--- src/rtl/tilePkg.sv ---
`default_nettype none

package tilePkg;

    // a tile is 16 by 16 pixels, addressed linearly in raster order
    localparam int TILE_ADDR_BITS = 8;

    localparam int COLOR_BITS = 16; // RGBA4444, red in the top nibble
    localparam int DEPTH_BITS = 16; // unsigned depth, smaller is nearer
    localparam int CHANNEL_BITS = 4; // one colour channel, also the colour RAM lane width

    typedef logic [COLOR_BITS-1:0] colorT;
    typedef logic [DEPTH_BITS-1:0] depthT;

    // each function compares the incoming fragment depth against the stored depth
    typedef enum logic [2:0] {
        depthNever        = 3'd0, // the fragment is always rejected
        depthLess         = 3'd1,
        depthLessEqual    = 3'd2,
        depthEqual        = 3'd3,
        depthGreater      = 3'd4,
        depthGreaterEqual = 3'd5,
        depthNotEqual     = 3'd6,
        depthAlways       = 3'd7  // the fragment passes whatever is stored
    } depthFuncT;

endpackage

`default_nettype wire
--- src/rtl/ramWriteIf.sv ---
`timescale 1ns/10ps
`default_nettype none

// one write port of a simple dual-port RAM
// mask holds one bit per write lane of the data word
interface ramWriteIf #(
    parameter int ADDR_BITS = 8,
    parameter int DATA_BITS = 16,
    parameter int MASK_BITS = 4
);

    logic                 write; // single-cycle write strobe
    logic [ADDR_BITS-1:0] addr;
    logic [DATA_BITS-1:0] data;
    logic [MASK_BITS-1:0] mask; // lanes whose bit is clear keep their old contents

    // the side that produces write requests
    modport source (
        output write,
        output addr,
        output data,
        output mask
    );

    // the RAM side, or a block that forwards the requests on
    modport sink (
        input write,
        input addr,
        input data,
        input mask
    );

endinterface

`default_nettype wire

--- src/rtl/depthTest.sv ---
`timescale 1ns/10ps
`default_nettype none

// two-stage depth test pipeline
// stage 0 samples the fragment while the depth RAM reads the stored value,
// stage 1 compares and registers the colour and depth writes
module depthTest #(
    parameter int ADDR_BITS = 8
) (
    input  logic                  clk,
    input  logic                  reset,
    input  logic                  fragValid,
    input  logic [ADDR_BITS-1:0]  fragAddr,
    input  tilePkg::depthT        fragDepth,
    input  tilePkg::colorT        fragColor,
    input  logic [tilePkg::COLOR_BITS/tilePkg::CHANNEL_BITS-1:0] colorMask,
    input  tilePkg::depthFuncT    depthFunc,
    input  logic                  depthWriteEnable,
    output logic [ADDR_BITS-1:0]  depthReadAddr,
    input  tilePkg::depthT        depthReadData,
    ramWriteIf.source             colorWrite,
    ramWriteIf.source             depthWrite
);

    import tilePkg::*;

    localparam int COLOR_LANES = COLOR_BITS / CHANNEL_BITS;

    // stage 1 copy of the fragment
    logic                   s1Valid;
    logic [ADDR_BITS-1:0]   s1Addr;
    depthT                  s1Depth;
    colorT                  s1Color;
    logic [COLOR_LANES-1:0] s1ColorMask;
    depthFuncT              s1Func;
    logic                   s1DepthWriteEnable;

    // entry 0 is the depth write now on the RAM port, entry 1 the one committed
    // on the last edge, which the RAM read of this fragment did not see yet
    logic [1:0]           fwdValid;
    logic [ADDR_BITS-1:0] fwdAddr [2];
    depthT                fwdDepth [2];

    depthT storedDepth; // stored depth after forwarding
    logic  fragPass;

    function automatic logic compareDepth(
        input depthFuncT func,
        input depthT     incoming,
        input depthT     stored
    );
        logic result;
        case (func)
            depthNever:        result = 1'b0;
            depthLess:         result = incoming < stored;
            depthLessEqual:    result = incoming <= stored;
            depthEqual:        result = incoming == stored;
            depthGreater:      result = incoming > stored;
            depthGreaterEqual: result = incoming >= stored;
            depthNotEqual:     result = incoming != stored;
            default:           result = 1'b1; // depthAlways
        endcase
        return result;
    endfunction

    // the read is issued straight from the input, so the stored depth
    // sits in the RAM output register on the same edge that fills stage 1
    assign depthReadAddr = fragAddr;

    always_comb
    begin
        storedDepth = depthReadData;
        if (fwdValid[1] && (fwdAddr[1] == s1Addr))
        begin
            storedDepth = fwdDepth[1];
        end
        if (fwdValid[0] && (fwdAddr[0] == s1Addr))
        begin
            storedDepth = fwdDepth[0]; // the newest write wins over the older entry
        end
    end

    assign fragPass = s1Valid && compareDepth(s1Func, s1Depth, storedDepth);

    // control state of both stages and the forward entries
    always_ff @(posedge clk)
    begin
        if (reset)
        begin
            s1Valid          <= 1'b0;
            colorWrite.write <= 1'b0;
            fwdValid         <= 2'b00;
        end
        else
        begin
            s1Valid          <= fragValid;
            colorWrite.write <= fragPass;
            fwdValid         <= {fwdValid[0], fragPass && s1DepthWriteEnable};
        end
    end

    // payload registers, only qualified by the valid bits above
    always_ff @(posedge clk)
    begin
        s1Addr             <= fragAddr;
        s1Depth            <= fragDepth;
        s1Color            <= fragColor;
        s1ColorMask        <= colorMask;
        s1Func             <= depthFunc;
        s1DepthWriteEnable <= depthWriteEnable;

        colorWrite.addr <= s1Addr;
        colorWrite.data <= s1Color;
        colorWrite.mask <= s1ColorMask; // a zero mask leaves the pixel as it was

        fwdAddr[0]  <= s1Addr;
        fwdDepth[0] <= s1Depth;
        fwdAddr[1]  <= fwdAddr[0]; // shifts along whether or not entry 0 was valid
        fwdDepth[1] <= fwdDepth[0];
    end

    // depth writes always cover the whole word
    assign depthWrite.write = fwdValid[0];
    assign depthWrite.addr  = fwdAddr[0];
    assign depthWrite.data  = fwdDepth[0];
    assign depthWrite.mask  = '1;

endmodule

`default_nettype wire

--- src/flat_wrapper.sv ---
// flat-port wrapper written by rule: the top's interface ports become plain ports
module depthTest_flat import tilePkg::*;
#(
    parameter int ADDR_BITS = 8
)
  (clk, reset, fragValid, fragAddr, fragDepth, fragColor, colorMask, depthFunc, depthWriteEnable, depthReadAddr, depthReadData, colorWrite_write, colorWrite_addr, colorWrite_data, colorWrite_mask, depthWrite_write, depthWrite_addr, depthWrite_data, depthWrite_mask);
  ramWriteIf #(.ADDR_BITS(ADDR_BITS)) colorWrite_i ();
  ramWriteIf #(.ADDR_BITS(ADDR_BITS)) depthWrite_i ();
  input  logic clk;
  input  logic reset;
  input  logic fragValid;
  input  logic [ADDR_BITS-1:0] fragAddr;
  input  tilePkg::depthT fragDepth;
  input  tilePkg::colorT fragColor;
  input  logic [tilePkg::COLOR_BITS/tilePkg::CHANNEL_BITS-1:0] colorMask;
  input  tilePkg::depthFuncT depthFunc;
  input  logic depthWriteEnable;
  output logic [ADDR_BITS-1:0] depthReadAddr;
  input  tilePkg::depthT depthReadData;
  output wire logic [$bits(colorWrite_i.write)-1:0] colorWrite_write;
  output wire logic [$bits(colorWrite_i.addr)-1:0] colorWrite_addr;
  output wire logic [$bits(colorWrite_i.data)-1:0] colorWrite_data;
  output wire logic [$bits(colorWrite_i.mask)-1:0] colorWrite_mask;
  output wire logic [$bits(depthWrite_i.write)-1:0] depthWrite_write;
  output wire logic [$bits(depthWrite_i.addr)-1:0] depthWrite_addr;
  output wire logic [$bits(depthWrite_i.data)-1:0] depthWrite_data;
  output wire logic [$bits(depthWrite_i.mask)-1:0] depthWrite_mask;
  assign colorWrite_write = colorWrite_i.write;
  assign colorWrite_addr = colorWrite_i.addr;
  assign colorWrite_data = colorWrite_i.data;
  assign colorWrite_mask = colorWrite_i.mask;
  assign depthWrite_write = depthWrite_i.write;
  assign depthWrite_addr = depthWrite_i.addr;
  assign depthWrite_data = depthWrite_i.data;
  assign depthWrite_mask = depthWrite_i.mask;
  depthTest #(.ADDR_BITS(ADDR_BITS)) u_core (.clk(clk), .reset(reset), .fragValid(fragValid), .fragAddr(fragAddr), .fragDepth(fragDepth), .fragColor(fragColor), .colorMask(colorMask), .depthFunc(depthFunc), .depthWriteEnable(depthWriteEnable), .depthReadAddr(depthReadAddr), .depthReadData(depthReadData), .colorWrite(colorWrite_i), .depthWrite(depthWrite_i));
endmodule
--- config.mk ---
export PLATFORM = sky130hd
export DESIGN_NAME = depthTest_flat
export DESIGN_NICKNAME = d
export VERILOG_FILES = /design/src/rtl/tilePkg.sv /design/src/rtl/ramWriteIf.sv /design/src/rtl/depthTest.sv /design/src/flat_wrapper.sv
export SDC_FILE = /design/constraint.sdc
export NUM_CORES = 1
export LEC_CHECK = 0
export BUFFER_PORTS_ARGS = -buffer_cell sky130_fd_sc_hd__buf_2
export CELL_PAD_IN_SITES_DETAIL_PLACEMENT = 1
export CELL_PAD_IN_SITES_GLOBAL_PLACEMENT = 1
export CORE_MARGIN = 1
export CORE_UTILIZATION = 30
export CTS_CLUSTER_SIZE = 16
export DETAILED_ROUTE_END_ITERATION = 16
export PLACE_DENSITY = 0.76
export SLEW_MARGIN = 20
export SYNTH_ARGS = -nofsm -noshare
export SYNTH_HDL_FRONTEND = slang
export SYNTH_SLANG_ARGS = --single-unit
--- constraint.sdc ---
create_clock -name clk -period 3.4 [get_ports clk]
set_clock_uncertainty 0.05 [all_clocks]
set_input_delay 0 -clock clk [delete_from_list [all_inputs] [get_ports clk]]
set_output_delay 0 -clock clk [all_outputs]
set_load 0.05 [all_outputs]
==> results by stage, run 1 <==
Worst setup path:
- The critical path data arrival time is between 3 and 4 ns.
- The worst setup path is launched from a flip-flop.
- STA puts the critical path data required time at between 3 and 4 ns.
- The path depth of the worst reg2reg path is 15.
- The critical path capture point type is a flip-flop.
- The beginning of the worst register-to-register path is u_core.fwdAddr[0][12].
- The minimum setup slack among reg-to-reg paths is -0.19 ns.
- Of all nets on the critical path, the largest fanout is 6.
- The worst setup path is of the reg -> reg kind.
- The worst register-to-register path ends at u_core.fwdValid[0].

Floorplan:
- The die boundary height is 113.2 um.
- Measured along the x axis, the die boundary spans ~110 um.
- The count of pins on the block boundary is around 130.
- The initial utilization of the core area, before any placement, comes to a little under a third.
- The floorplan row count is 40.
- The core outline area is between 10000 and 15000 um2.
- The die area is 12820 um2.

Clocking:
- The tree is rooted in a clkbuf_16.
- The CTS tree is built.
- The clock slew seen by the registers of the worst setup and hold paths is ~0.060 ns.
- The clock latency at the later pin of the worst-skew pair is 0.41 ns.
- The number of buffers created by CTS is 17.
- The count of clock tree sinks is between 100 and 150.
- Counting along the longest clock path gives a buffer depth of 2.
- The count of H-tree levels built during CTS is 4.

STA:
- The final number of hold-violating endpoints came to 0.
- On the final layout, the worst hold slack is about 0.17 ns.
- The count of final max-slew check failures is 0.
- The final critical path takes up 105.6% of the cycle.
- For this run, the top clock speed supported by timing is around 0.28 GHz.
- The minimum clock period is about 3.6 ns.
- The final worst slack is -0.1894 ns.
- Setup repair after global routing could not meet its margin everywhere.
- The number of setup violations in the final report is 2.

Logic synthesis:
- After synthesis, the cell types taking the most area are dfxtp_1 65%, buf_4 8.9%, ha_1 5.4%.
- In this run, synthesis inferred 0 flip-flops with an integrated enable.
- For this run, the number of Yosys warnings is 0.
- The synthesized netlist occupies a cell area of between 3000 and 4000 um2.
- The synthesized design devotes to its leading area cell type between 60% and 70% of total area.
- dfxtp_1 takes more of the synthesized area than any other cell.
- Of all flip-flops after synthesis, the portion carrying an async set or reset was 0%.
- The count of different cell masters after synthesis is 33.
- Among all flip-flop cells after synthesis, the most frequent one is dfxtp_1.
- After synthesis the netlist holds a flip-flop and latch count of 120.
- Sequential elements use approximately 65% of the synthesized area.
- The cell count after synthesis is 276.
- The post-synthesis average cell area is roughly 13 um2.

Global routing:
- The number of antenna violations at the first check in global routing is 0.
- The via count of the first global-routing pass is 2881.
- The pin count of the biggest net entering global routing is 17.
- Across every metal layer, demand over resource in global routing totals ~15%.
- The first global-routing pass estimated between 10000 and 15000 um of wire.
- The global-route congestion overflow total is 0.

Drt:
- Summed over all layers, the routed wires come to a little under 9000 um.
- The final routed wire length divided by cell count is roughly 14 um.
- The DRC marker count from the first detailed-route iteration is between 50 and 60.
- For this run, design rule violations remaining after detail routing come to 0.
- The count of vias placed by the detailed router is 2500.
- The detailed-router iteration count before antenna repair is 4.
- In this run the remaining antenna-violating nets after routing total 0.
- In the routed layout, each cell is associated on average with a via count of around 4.0.

Place:
- At the end of routability-driven placement, the weighted congestion stood at approximately 0.70.
- The placed cell area is 4357 um2.
- The total half-perimeter wirelength after legalization and detailed placement is between 5000 and 6000 um.
- Buffers placed on the I/O ports in this run total between 100 and 150.
- Timing analysis after detailed placement gives a worst setup slack of -0.3661 ns.

Min path:
- The worst hold path begins at fragColor[11].
- The count of cells along the worst hold path is 2.
- In this run the worst hold path is classified as in -> reg.
- The worst-case hold path end point is u_core.s1Color[11].

Outcome:
- The checks that failed: negative setup slack.
- The flow ran to the end, but the final reports show violations.

Layout:
- The final design instance area without fill is around 5600 um2.
- Of the cells placed in the final design, the portion with a size suffix greater than 1 is 44.78%.
- Compared with the post-synthesis result, the final layout area differs by 49.68%.
- The number of nets in the final layout is 530.
- The antenna diode count is 0.

Job:
- The number of max-cap violations is 0.

Power and ir drop:
- IR analysis of the VDD net gives a maximum drop of approximately 0.48 mV.
- The cell area power density is 645.9 nW/um2.
- The static power due to leakage is 2.482 nW.
critical path, cell delays in order (launching register included):
cell	delay, ns
dfxtp_2	0.32
xor2_2	0.16
nor4_2	0.27
nand3_1	0.15
nor4_4	0.14
buf_4	0.18
buf_12	0.12
mux2_4	0.29
mux2_4	0.28
ha_4	0.26
nand4_1	0.07
or4_4	0.58
xnor2_2	0.15
and2_1	0.14
a221oi_2	0.21
nor3_1	0.09
where the power goes:
part           total [W]  internal (W)  switching [W]
clock network    0.00170       0.00102       0.000679
logic           0.000370      0.000143       0.000228
registers        0.00152       0.00148      0.0000377
total            0.00359       0.00265       0.000944
through the flow:
step	total power, W	setup TNS (ns)	util, %	cells
2_1_floorplan	0.001795	-0.05372	-	279
3_3_place_gp	0.001858	-0.3343	36.12	538
3_5_place_dp	0.001868	-0.7227	36.12	538
4_1_cts	0.003633	-0.4369	45.33	622
5_1_grt	0.003731	-0.7055	46.07	628
6_report	0.003589	-0.3556	46.07	628
layout by cell type (no fill, tap or decap), types with 2 or more instances in the layout:
master         Yosys  routed
xor2_1            10       9
buf_2              1     128
nor2_1             5       5
mux2_2            16      12
dfxtp_1          120     116
buf_6              1       2
dfxtp_2            0       4
mux2_4             0       4
buf_4             44      12
nand4_1            5       5
mux2i_1           15      14
xnor2_1            8       7
clkinv_4           0       2
nor2b_1            3       3
buf_12             0       2
and3_1             2       2
inv_6              0       5
conb_1             1       4
a21oi_1            5       5
clkinvlp_4         0       4
ha_1              16      15
nand2_1            3       3
o21ai_0            3       3
inv_1              2       2
clkbuf_16          0      18
dlygate4sd3_1      0      50
registers in the layout (all words and copies together), names as in the netlist, 2 cells and up:
signal,cells
u_core.fwdDepth,32
u_core.colorWrite.data,16
u_core.fwdAddr,16
u_core.s1Color,16
u_core.s1Depth,16
u_core.s1Addr,8
u_core.colorWrite.mask,4
u_core.s1ColorMask,4
u_core.s1Func,3
u_core.fwdValid,2
cell usage after synthesis, types with 2 or more instances:
library cell / n
dfxtp_1: 120
buf_4: 44
ha_1: 16
mux2_2: 16
mux2i_1: 15
xor2_1: 10
xnor2_1: 8
a21oi_1: 5
nand4_1: 5
nor2_1: 5
nand2_1: 3
nor2b_1: 3
o21ai_0: 3
and3_1: 2
inv_1: 2
nor4_1: 2
kinds of logic (layout without fill, tap and decap cells):
kind of cell	Yosys count	after routing	synth area share, %
AO/OA/AOI/OAI	14	14	2.460
AND/OR/NAND/NOR	26	26	4.247
multiplexers	32	32	9.201
other	1	4	0.1010
adder cells (fa/ha/maj)	16	16	5.393
flip-flops	120	120	64.71
buffers and inverters	49	230	9.639
XOR/XNOR	18	18	4.247
what timing repair did:
action / CTS / global route
endpoints found under the setup margin: 2 / 2
resized for setup: 8 / 5
endpoints found under the hold margin: 52 / 0
hold buffers: 50 / 0
setup buffers: 2 / 5
pin swaps: 3 / 4
gates cloned: 0 / 1
cell type report:
class,instances,area (um2)
clock inverter,14,137.6
multi-input combinational,110,1031
sequential,120,2407
fill,1301,6505
clock buffer,18,429.2
tap,168,210.2
timing repair buffer,196,1334
inverter,2,7.507
how the worst max path moves through the flow:
| stage | from | end | slack, ns | cells after the start |
|---|---|---|---|---|
| after floorplan | u_core.s1Addr[3] | u_core.fwdValid[0] | -0.03 | 13 |
| after global placement | u_core.fwdAddr[0][11] | u_core.fwdValid[0] | -0.17 | 16 |
| after detailed placement | u_core.fwdAddr[0][11] | u_core.fwdValid[0] | -0.37 | 16 |
| after CTS | u_core.s1Addr[4] | u_core.fwdValid[0] | -0.23 | 14 |
| after global routing | u_core.fwdAddr[0][12] | u_core.fwdValid[0] | -0.37 | 16 |
| final | u_core.fwdAddr[0][12] | u_core.fwdValid[0] | -0.19 | 15 |
routing by layer:
layer | wire length [um] | track usage, %
met5 | 0 | 0
met2 | 4769 | 27.28
met4 | 149 | 7.105
met1 | 3333 | 13.65
met3 | 563 | 6.695
Power figures use the tool's default switching activity.
==> run 2, diff against run 1 <==
--- a/config.mk
+++ b/config.mk
@@ -6,13 +6,14 @@
 export NUM_CORES = 1
 export LEC_CHECK = 0
 export BUFFER_PORTS_ARGS = -buffer_cell sky130_fd_sc_hd__buf_2
-export CELL_PAD_IN_SITES_DETAIL_PLACEMENT = 1
+export CELL_PAD_IN_SITES_DETAIL_PLACEMENT = 0
 export CELL_PAD_IN_SITES_GLOBAL_PLACEMENT = 1
 export CORE_MARGIN = 1
 export CORE_UTILIZATION = 30
 export CTS_CLUSTER_SIZE = 16
 export DETAILED_ROUTE_END_ITERATION = 16
 export PLACE_DENSITY = 0.76
+export SKIP_CTS_REPAIR_TIMING = 1
 export SLEW_MARGIN = 20
 export SYNTH_ARGS = -nofsm -noshare
 export SYNTH_HDL_FRONTEND = slang
==> run 2 against run 1 <==
Against the previous run: the run still ends with negative setup slack left; combinational power shrank 3%; worst hold slack gained 0.0045 ns; critical path depth is the same; non-clock buffer count shrank 6; sequential power is essentially flat; via count shrank 2.1%; flip-flop and latch count is the same; total power is essentially flat; highest routed layer unchanged.
==> results by stage, run 2 (same netlist as run 1, synthesis figures left out) <==
Layout:
- The sequential cell area was 2405 um2 (-0.10%).
- The antenna diode count was 0 (unchanged).
- The final design instance area without fill is 5475 um2 (-1.5%).
- The post-synthesis to final-layout area growth is 47.49%.
- The share of cells above drive strength 1 was 42.70% (-2.1 points).
- Counting flops per register, the top entry is u_core.fwdDepth.
- The number of nets in the final layout is 524 (-1.1%).
- The library cells used most frequently in the layout, excluding fill and tap cells, are 128 x buf_2, 118 x dfxtp_1, 50 x dlygate4sd3_1.
- The number of flip-flops under the largest register name was 32 (unchanged).
- The leading cell type in the layout, fill and taps excluded is buf_2.
- The area of combinational cells with multiple inputs is 1005 um2 (-2.5%).
- The number of fill cells is 1108 (-15%).

Worst setup path:
- The cell family contributing the most delay on the critical path is simple AND/OR/NAND/NOR gates.
- The endpoint of the lowest-slack register-to-register path is u_core.colorWrite.write.
- The signal on the critical path passes through xor2_1 > nor4_2 > nand3_1 > nor4_4 > buf_4 > buf_12 > mux2_4 > mux2_4 > ha_4 > nand4_1 > or4_4 > xnor2_1 > and2_1 > a221oi_2 > nor3b_1.
- The buffer and inverter count on the worst path is 2 (unchanged).
- The minimum setup slack among reg-to-reg paths is -0.19 ns (about the same).
- The critical path capture point type is a flip-flop.
- STA classifies the critical path startpoint as a flip-flop.
- The peak per-stage delay on the critical path is 0.56 ns (-0.02 ns).
- The worst register-to-register path begins at u_core.fwdAddr[0][11].
- The path depth of the worst reg2reg path came to 15 (unchanged).
- The critical path class is reg -> reg.
- The worst path required time was 3.63 ns (about the same).
- The cell seen most often among critical-path stages is mux2_4.
- The standard cell with the maximum stage delay on the critical path is or4_4.
- The largest driver fanout on the critical path is 6 (unchanged).
- The most critical setup path has its startpoint at u_core.fwdAddr[0][11].
- The critical path data arrival time came to 3.82 ns (about the same).

STA:
- Setup repair after global routing could not meet its margin everywhere.
- The count of final max-slew check failures is 0 (unchanged).
- The minimum clock period is 3.586 ns (-0.003055 ns).
- The post-route fraction of the period consumed by the critical path is 105.5% (about the same).
- The final worst slack is -0.1864 ns (+0.003055 ns).
- The number of setup violations in the final report came to 2 (unchanged).
- The final number of hold-violating endpoints is 0 (unchanged).
- The maximum achievable frequency is 0.2788 GHz (about the same).

Clocking:
- The clock latency at the later pin of the worst-skew pair is 0.41 ns (about the same).
- The CTS tree is built.
- The maximum number of buffers from clock root to sink is 2 (unchanged).
- The number of buffers created by CTS is 17 (unchanged).
- The clock slew seen by the registers of the worst setup and hold paths is 0.05 ns (about the same).
- The root buffer cell is clkbuf_16.
- The count of H-tree levels built during CTS is 4 (unchanged).
- The count of clock tree sinks came to 120 (unchanged).

Floorplan:
- The horizontal die dimension is 113.2 um (unchanged).
- The floorplan row count is 40 (unchanged).
- The count of pins on the block boundary is 133 (unchanged).
- The core outline area is 12060 um2 (unchanged).
- The die boundary height is 113.2 um (unchanged).
- The starting utilization of the core area was 30.78% (unchanged).
- The die area is 12820 um2 (unchanged).

Global routing:
- The overall track demand over capacity in global routing came to 11.61% (-3.1 points).
- The global-route congestion overflow total is 0 (unchanged).
- The first-pass GRT wire length is 10780 um (-22%).
- The via count of the first global-routing pass is 2277 (-21%).
- The pin count of the biggest net entering global routing is 17 (unchanged).
- The number of antenna violations at the first check in global routing was 0 (unchanged).

Min path:
- The count of cells along the worst hold path is 2 (unchanged).
- The startpoint identified for the worst hold timing path is fragDepth[6].
- For hold timing, the worst endpoint is u_core.s1Depth[6].
- The class of the tightest hold or removal check is in -> reg.

Place:
- The final weighted congestion in routability-driven placement is 0.6962 (unchanged).
- The quantity of I/O buffers inserted on ports is 128 (unchanged).
- The placed cell area came to 4357 um2 (unchanged).
- The total half-perimeter wirelength after legalization and detailed placement is 5132 um (-8.4%).

Power and ir drop:
- The total chip power is 0.003586 W (about the same).
- The static power due to leakage is 2.447 nW (-1.4%).
- The highest ir drop seen on vdd was 0.5056 mV (+5.9%).
- The cell area power density is 655.0 nW/um2 (+1.4%).

Drt:
- The count of vias placed by the detailed router is 2447 (-2.1%).
- The number of vias per cell was 3.947 (-0.86%).
- The DRC marker count from the first detailed-route iteration came to 53 (+1.9%).
- The routed wire length is 7573 um (-14%).
- The detailed-router iteration count before antenna repair is 4 (unchanged).
- The DRC violations left is 0 (unchanged).
- The count of nets left with antenna violations after detail routing is 0 (unchanged).
- The final routed wire length divided by cell count is 12.21 um (-13%).

Outcome:
- The flow ran to the end, but the final reports show violations.
- The final reports fail on negative setup slack.

Job:
- The number of max-cap violations came to 0 (unchanged).
==> run 2: how the worst max path moves through the flow <==
| stage | to | slack, ns | cells after the start |
|---|---|---|---|
| after detailed placement | u_core.colorWrite.write | -0.32 | 16 |
| after global routing | u_core.colorWrite.write | -0.38 | 15 |
| after global placement | u_core.fwdValid[0] | -0.17 | 16 |
| after CTS | u_core.colorWrite.write | -0.34 | 16 |
| after floorplan | u_core.fwdValid[0] | -0.03 | 13 |
| final | u_core.colorWrite.write | -0.19 | 15 |
==> run 2: layout make-up <==
type / instances / share of cell area, %
multi-input combinational: 110 / 18.35
clock buffer: 21 / 8.592
tap: 168 / 3.839
sequential: 120 / 43.92
inverter: 2 / 0.1371
clock inverter: 9 / 1.828
timing repair buffer: 190 / 23.33
==> run 2: worst reg2reg max path, cell delays in order (launching register included) <==
cell,delay (ns)
dfxtp_1,0.32
xor2_1,0.18
nor4_2,0.28
nand3_1,0.16
nor4_4,0.14
buf_4,0.17
buf_12,0.12
mux2_4,0.29
mux2_4,0.28
ha_4,0.25
nand4_1,0.07
or4_4,0.56
xnor2_1,0.14
and2_1,0.14
a221oi_2,0.22
nor3b_1,0.09
==> run 2: layer usage <==
layer	part of all wire [%]	GRT usage, %	vias to the layer above
met2	50	17.06	81
met4	2.2	8.070	0
met1	40	12.47	1132
met5	0	0	-
li1	-	-	1218
met3	7.4	6.856	16
==> run 2: power by group <==
part	switching [W]	internal, W	leakage [nW]
clock	0.000588	0.00112	0.280
sequential	0.0000355	0.00148	1.01
combinational	0.000222	0.000138	1.15
total	0.000845	0.00274	2.45
==> run 2: stage by stage <==
step | hold WS, ns | util [%] | setup WS [ns] | setup TNS [ns] | std cells
global route | 0.1588 | 45.39 | -0.3787 | -0.7573 | 620
finish | 0.1711 | 45.39 | -0.1864 | -0.3702 | 620
floorplan | -0.02228 | - | -0.02964 | -0.05372 | 279
global placement | 0.05222 | 36.12 | -0.1688 | -0.3343 | 538
detailed placement | 0.05357 | 36.12 | -0.3188 | -0.6310 | 538
CTS | -0.3845 | 40.85 | -0.3431 | -0.6786 | 568
==> run 3, diff against run 2 <==
--- a/config.mk
+++ b/config.mk
@@ -12,7 +12,7 @@
 export CORE_UTILIZATION = 30
 export CTS_CLUSTER_SIZE = 16
 export DETAILED_ROUTE_END_ITERATION = 16
-export PLACE_DENSITY = 0.76
+export PLACE_DENSITY = 0.73
 export SKIP_CTS_REPAIR_TIMING = 1
 export SLEW_MARGIN = 20
 export SYNTH_ARGS = -nofsm -noshare
==> constraint.sdc (replaced) <==
create_clock -name clk -period 4.45 [get_ports clk]
set_clock_uncertainty 0.05 [all_clocks]
set_input_delay 0 -clock clk [delete_from_list [all_inputs] [get_ports clk]]
set_output_delay 0 -clock clk [all_outputs]
set_load 0.05 [all_outputs]
==> run 3 against run 2 <==
Against the previous run: clock-buffer cell count increased by 2; die area unchanged; register-to-register slack improved by 1.0 ns; final area shrank 2.7%; the run now ends clean; highest routed layer unchanged; largest power group unchanged; sequential power fell by 24%; core utilization is 1.2 points lower.
==> results by stage, run 3 (same netlist as run 1, synthesis figures left out) <==
Global routing:
- The global-route congestion overflow total was 0 (unchanged).
- The overall track demand over capacity in global routing is 11.40% (-0.21 points).
- The pin count of the biggest net entering global routing is 17 (unchanged).
- The met3 track utilization from global routing came to 6.213% (-0.64 points).
- The global routing stage identified its most utilized layer as met2.
- The global-route track usage on met2 came to 17.26% (+0.20 points).
- The number of antenna violations at the first check in global routing is 1 (+1).
- The first-pass GRT wire length is 10520 um (-2.5%).
- The met1 layer usage reported by global route is 13.07% (+0.59 points).
- The via count of the first global-routing pass is 2130 (-6.5%).

Power and ir drop:
- The highest ir drop seen on vdd is 0.3059 mV (-39%).
- The cell area power density is 513.3 nW/um2 (-22%).
- The static power due to leakage is 2.385 nW (-2.5%).
- The total chip power is 0.002733 W (-24%).

Place:
- The final weighted congestion in routability-driven placement was 0.6718 (-3.5%).
- The quantity of I/O buffers inserted on ports is 128 (unchanged).
- The placement-stage worst setup slack is 0.7782 ns (+1.097 ns).
- The total half-perimeter wirelength after legalization and detailed placement was 5050 um (-1.6%).

Min path:
- The class of the tightest hold or removal check is in -> reg.
- The path with the worst hold slack has its endpoint at u_core.s1Depth[0].
- The count of cells along the worst hold path came to 2 (unchanged).
- The hold path startpoint is fragDepth[0].

STA:
- The aggregate negative setup slack was 0 ns (+0.3702 ns).
- The minimum clock period is 3.637 ns (+0.05075 ns).
- Setup repair after global routing left no endpoint under its margin.
- The number of setup violations in the final report came to 0 (-2).
- The final worst slack is 0.8129 ns (+0.9993 ns).
- The worst hold margin is 0.1758 ns (+0.004649 ns).
- The count of final max-slew check failures is 0 (unchanged).
- The maximum achievable frequency is 0.2749 GHz (-1.4%).
- The final number of hold-violating endpoints came to 0 (unchanged).
- The post-route fraction of the period consumed by the critical path is 81.73% (-24 points).

Clocking:
- The clock latency at the later pin of the worst-skew pair was 0.40 ns (about the same).
- The root buffer cell is clkbuf_16.
- The maximum number of buffers from clock root to sink came to 2 (unchanged).
- The clock slew seen by the registers of the worst setup and hold paths is 0.05 ns (about the same).
- The count of clock tree sinks is 120 (unchanged).
- TritonCTS built the clock tree.
- The count of H-tree levels built during CTS is 4 (unchanged).
- The number of buffers created by CTS was 17 (unchanged).

Layout:
- The share of cells above drive strength 1 is 39.55% (-3.1 points).
- In the layout the commonest cells are 128 x buf_2, 120 x dfxtp_1, 51 x dlygate4sd3_1.
- Ranked by flip-flop count, first place goes to u_core.fwdDepth.
- Compared with the post-synthesis result, the final layout area differs by 43.44%.
- The leading cell type in the layout, fill and taps excluded is buf_2.
- The number of nets in the final layout came to 515 (-1.7%).
- The final cell utilization of the core came to 44.15% (-1.2 points).
- The number of flip-flops under the largest register name is 32 (unchanged).
- The antenna diode count was 0 (unchanged).

Job:
- The number of max-cap violations is 0 (unchanged).

Drt:
- The DRC violations left came to 0 (unchanged).
- The number of vias per cell is 3.874 (-1.8%).
- The count of nets left with antenna violations after detail routing is 0 (unchanged).
- The count of vias placed by the detailed router is 2375 (-2.9%).
- The detailed-router iteration count before antenna repair was 4 (unchanged).
- The routed wire length came to 7266 um (-4.1%).
- The final routed wire length divided by cell count was 11.85 um (-3.0%).
- The DRC marker count from the first detailed-route iteration is 87 (+64%).

Worst setup path:
- The signal on the critical path passes through xor2_1 > nor4_1 > nand3_1 > nor4_4 > buf_4 > mux2_2 > mux2i_1 > ha_1 > nand4_1 > or4_1 > xnor2_1 > and2_1 > a221oi_1 > nor3_1.
- The critical path data arrival time is 3.87 ns (+0.05 ns).
- The path depth of the worst reg2reg path came to 14 (-1).
- The critical path is of the reg -> reg type.
- The peak per-stage delay on the critical path is 0.60 ns (+0.04 ns).
- The largest driver fanout on the critical path is 16 (+10).
- The critical path capture point type is a flip-flop.
- The minimum setup slack among reg-to-reg paths is 0.81 ns (+1.00 ns).
- The largest individual stage delay along the critical path comes from the cell or4_1.
- The endpoint of the lowest-slack register-to-register path is u_core.fwdValid[0].
- The beginning of the worst register-to-register path is u_core.s1Addr[4].
- The worst path required time is 4.68 ns (+1.05 ns).
- The startpoint type of the worst setup path is a flip-flop.

Floorplan:
- The starting utilization of the core area was 30.78% (unchanged).
- The horizontal die dimension is 113.2 um (unchanged).
- The die boundary height is 113.2 um (unchanged).
- The floorplan row count is 40 (unchanged).
- The core outline area is 12060 um2 (unchanged).
- The count of pins on the block boundary is 133 (unchanged).
- The die area is 12820 um2 (unchanged).

Outcome:
- The flow ran to the end, and the final reports show no timing, DRC or antenna violations.
-- run 3: changes by cell type in the layout (fill, tap and decap cells not counted), sizes merged --
cell         previous run  this run
clkbuf                 22        23
buf                   139       130
clkinv                  5         6
clkinvlp                2         1
dlygate4sd3            50        51
-- run 3: how the worst max path moves through the flow --
| stage | to | cells past startpoint | slack (ns) | start |
|---|---|---|---|---|
| detailed placement | u_core.fwdValid[0] | 14 | 0.78 | u_core.s1Addr[4] |
| global route | u_core.fwdValid[0] | 14 | 0.40 | u_core.s1Addr[4] |
| floorplan | u_core.fwdValid[0] | 14 | 0.94 | u_core.s1Addr[4] |
| global placement | u_core.fwdValid[0] | 14 | 0.86 | u_core.s1Addr[4] |
| finish | u_core.fwdValid[0] | 14 | 0.81 | u_core.s1Addr[4] |
| CTS | u_core.fwdValid[0] | 14 | 0.75 | u_core.s1Addr[4] |
-- run 3: power breakdown --
group	internal, W	leakage (nW)	switching [W]
combinational	0.000100	1.09	0.000165
sequential	0.00113	1.01	0.0000276
clock	0.000861	0.286	0.000446
-- run 3: worst max-delay path, delay by kind of cell (launching register included) --
| family | cells | cell delay [ns] |
|---|---|---|
| AND/OR/NAND/NOR | 7 | 1.57 |
| multiplexers | 2 | 0.51 |
| flip-flops | 1 | 0.34 |
| XOR/XNOR | 2 | 0.32 |
| buffers and inverters | 1 | 0.29 |
| AO/OA/AOI/OAI | 1 | 0.27 |
| adder cells (fa/ha/maj) | 1 | 0.18 |
-- run 3: metrics by stage --
stage | area [um2] | cells
detailed placement | 4239 | 530
floorplan | 3724 | 279
global route | 5325 | 613
CTS | 4815 | 562
finish | 5325 | 613
global placement | 4239 | 530
-- run 3: metal layers --
layer  vias up  part of all wire [%]
li1       1198                     -
met1      1071                    46
met2        98                    46
met3         8                   7.7
met4         0                   1.0
met5         -                     0
-- run 3: area by class of cell --
type                            count  area (um2)
Fill cell                        1129        6736
Sequential cell                   120        2402
Timing Repair Buffer              181        1166
Multi-Input combinational cell    110       963.4
Clock buffer                       23       478.0
Tap cell                          168       210.2
Clock inverter                      9       97.59
Inverter                            2       7.507
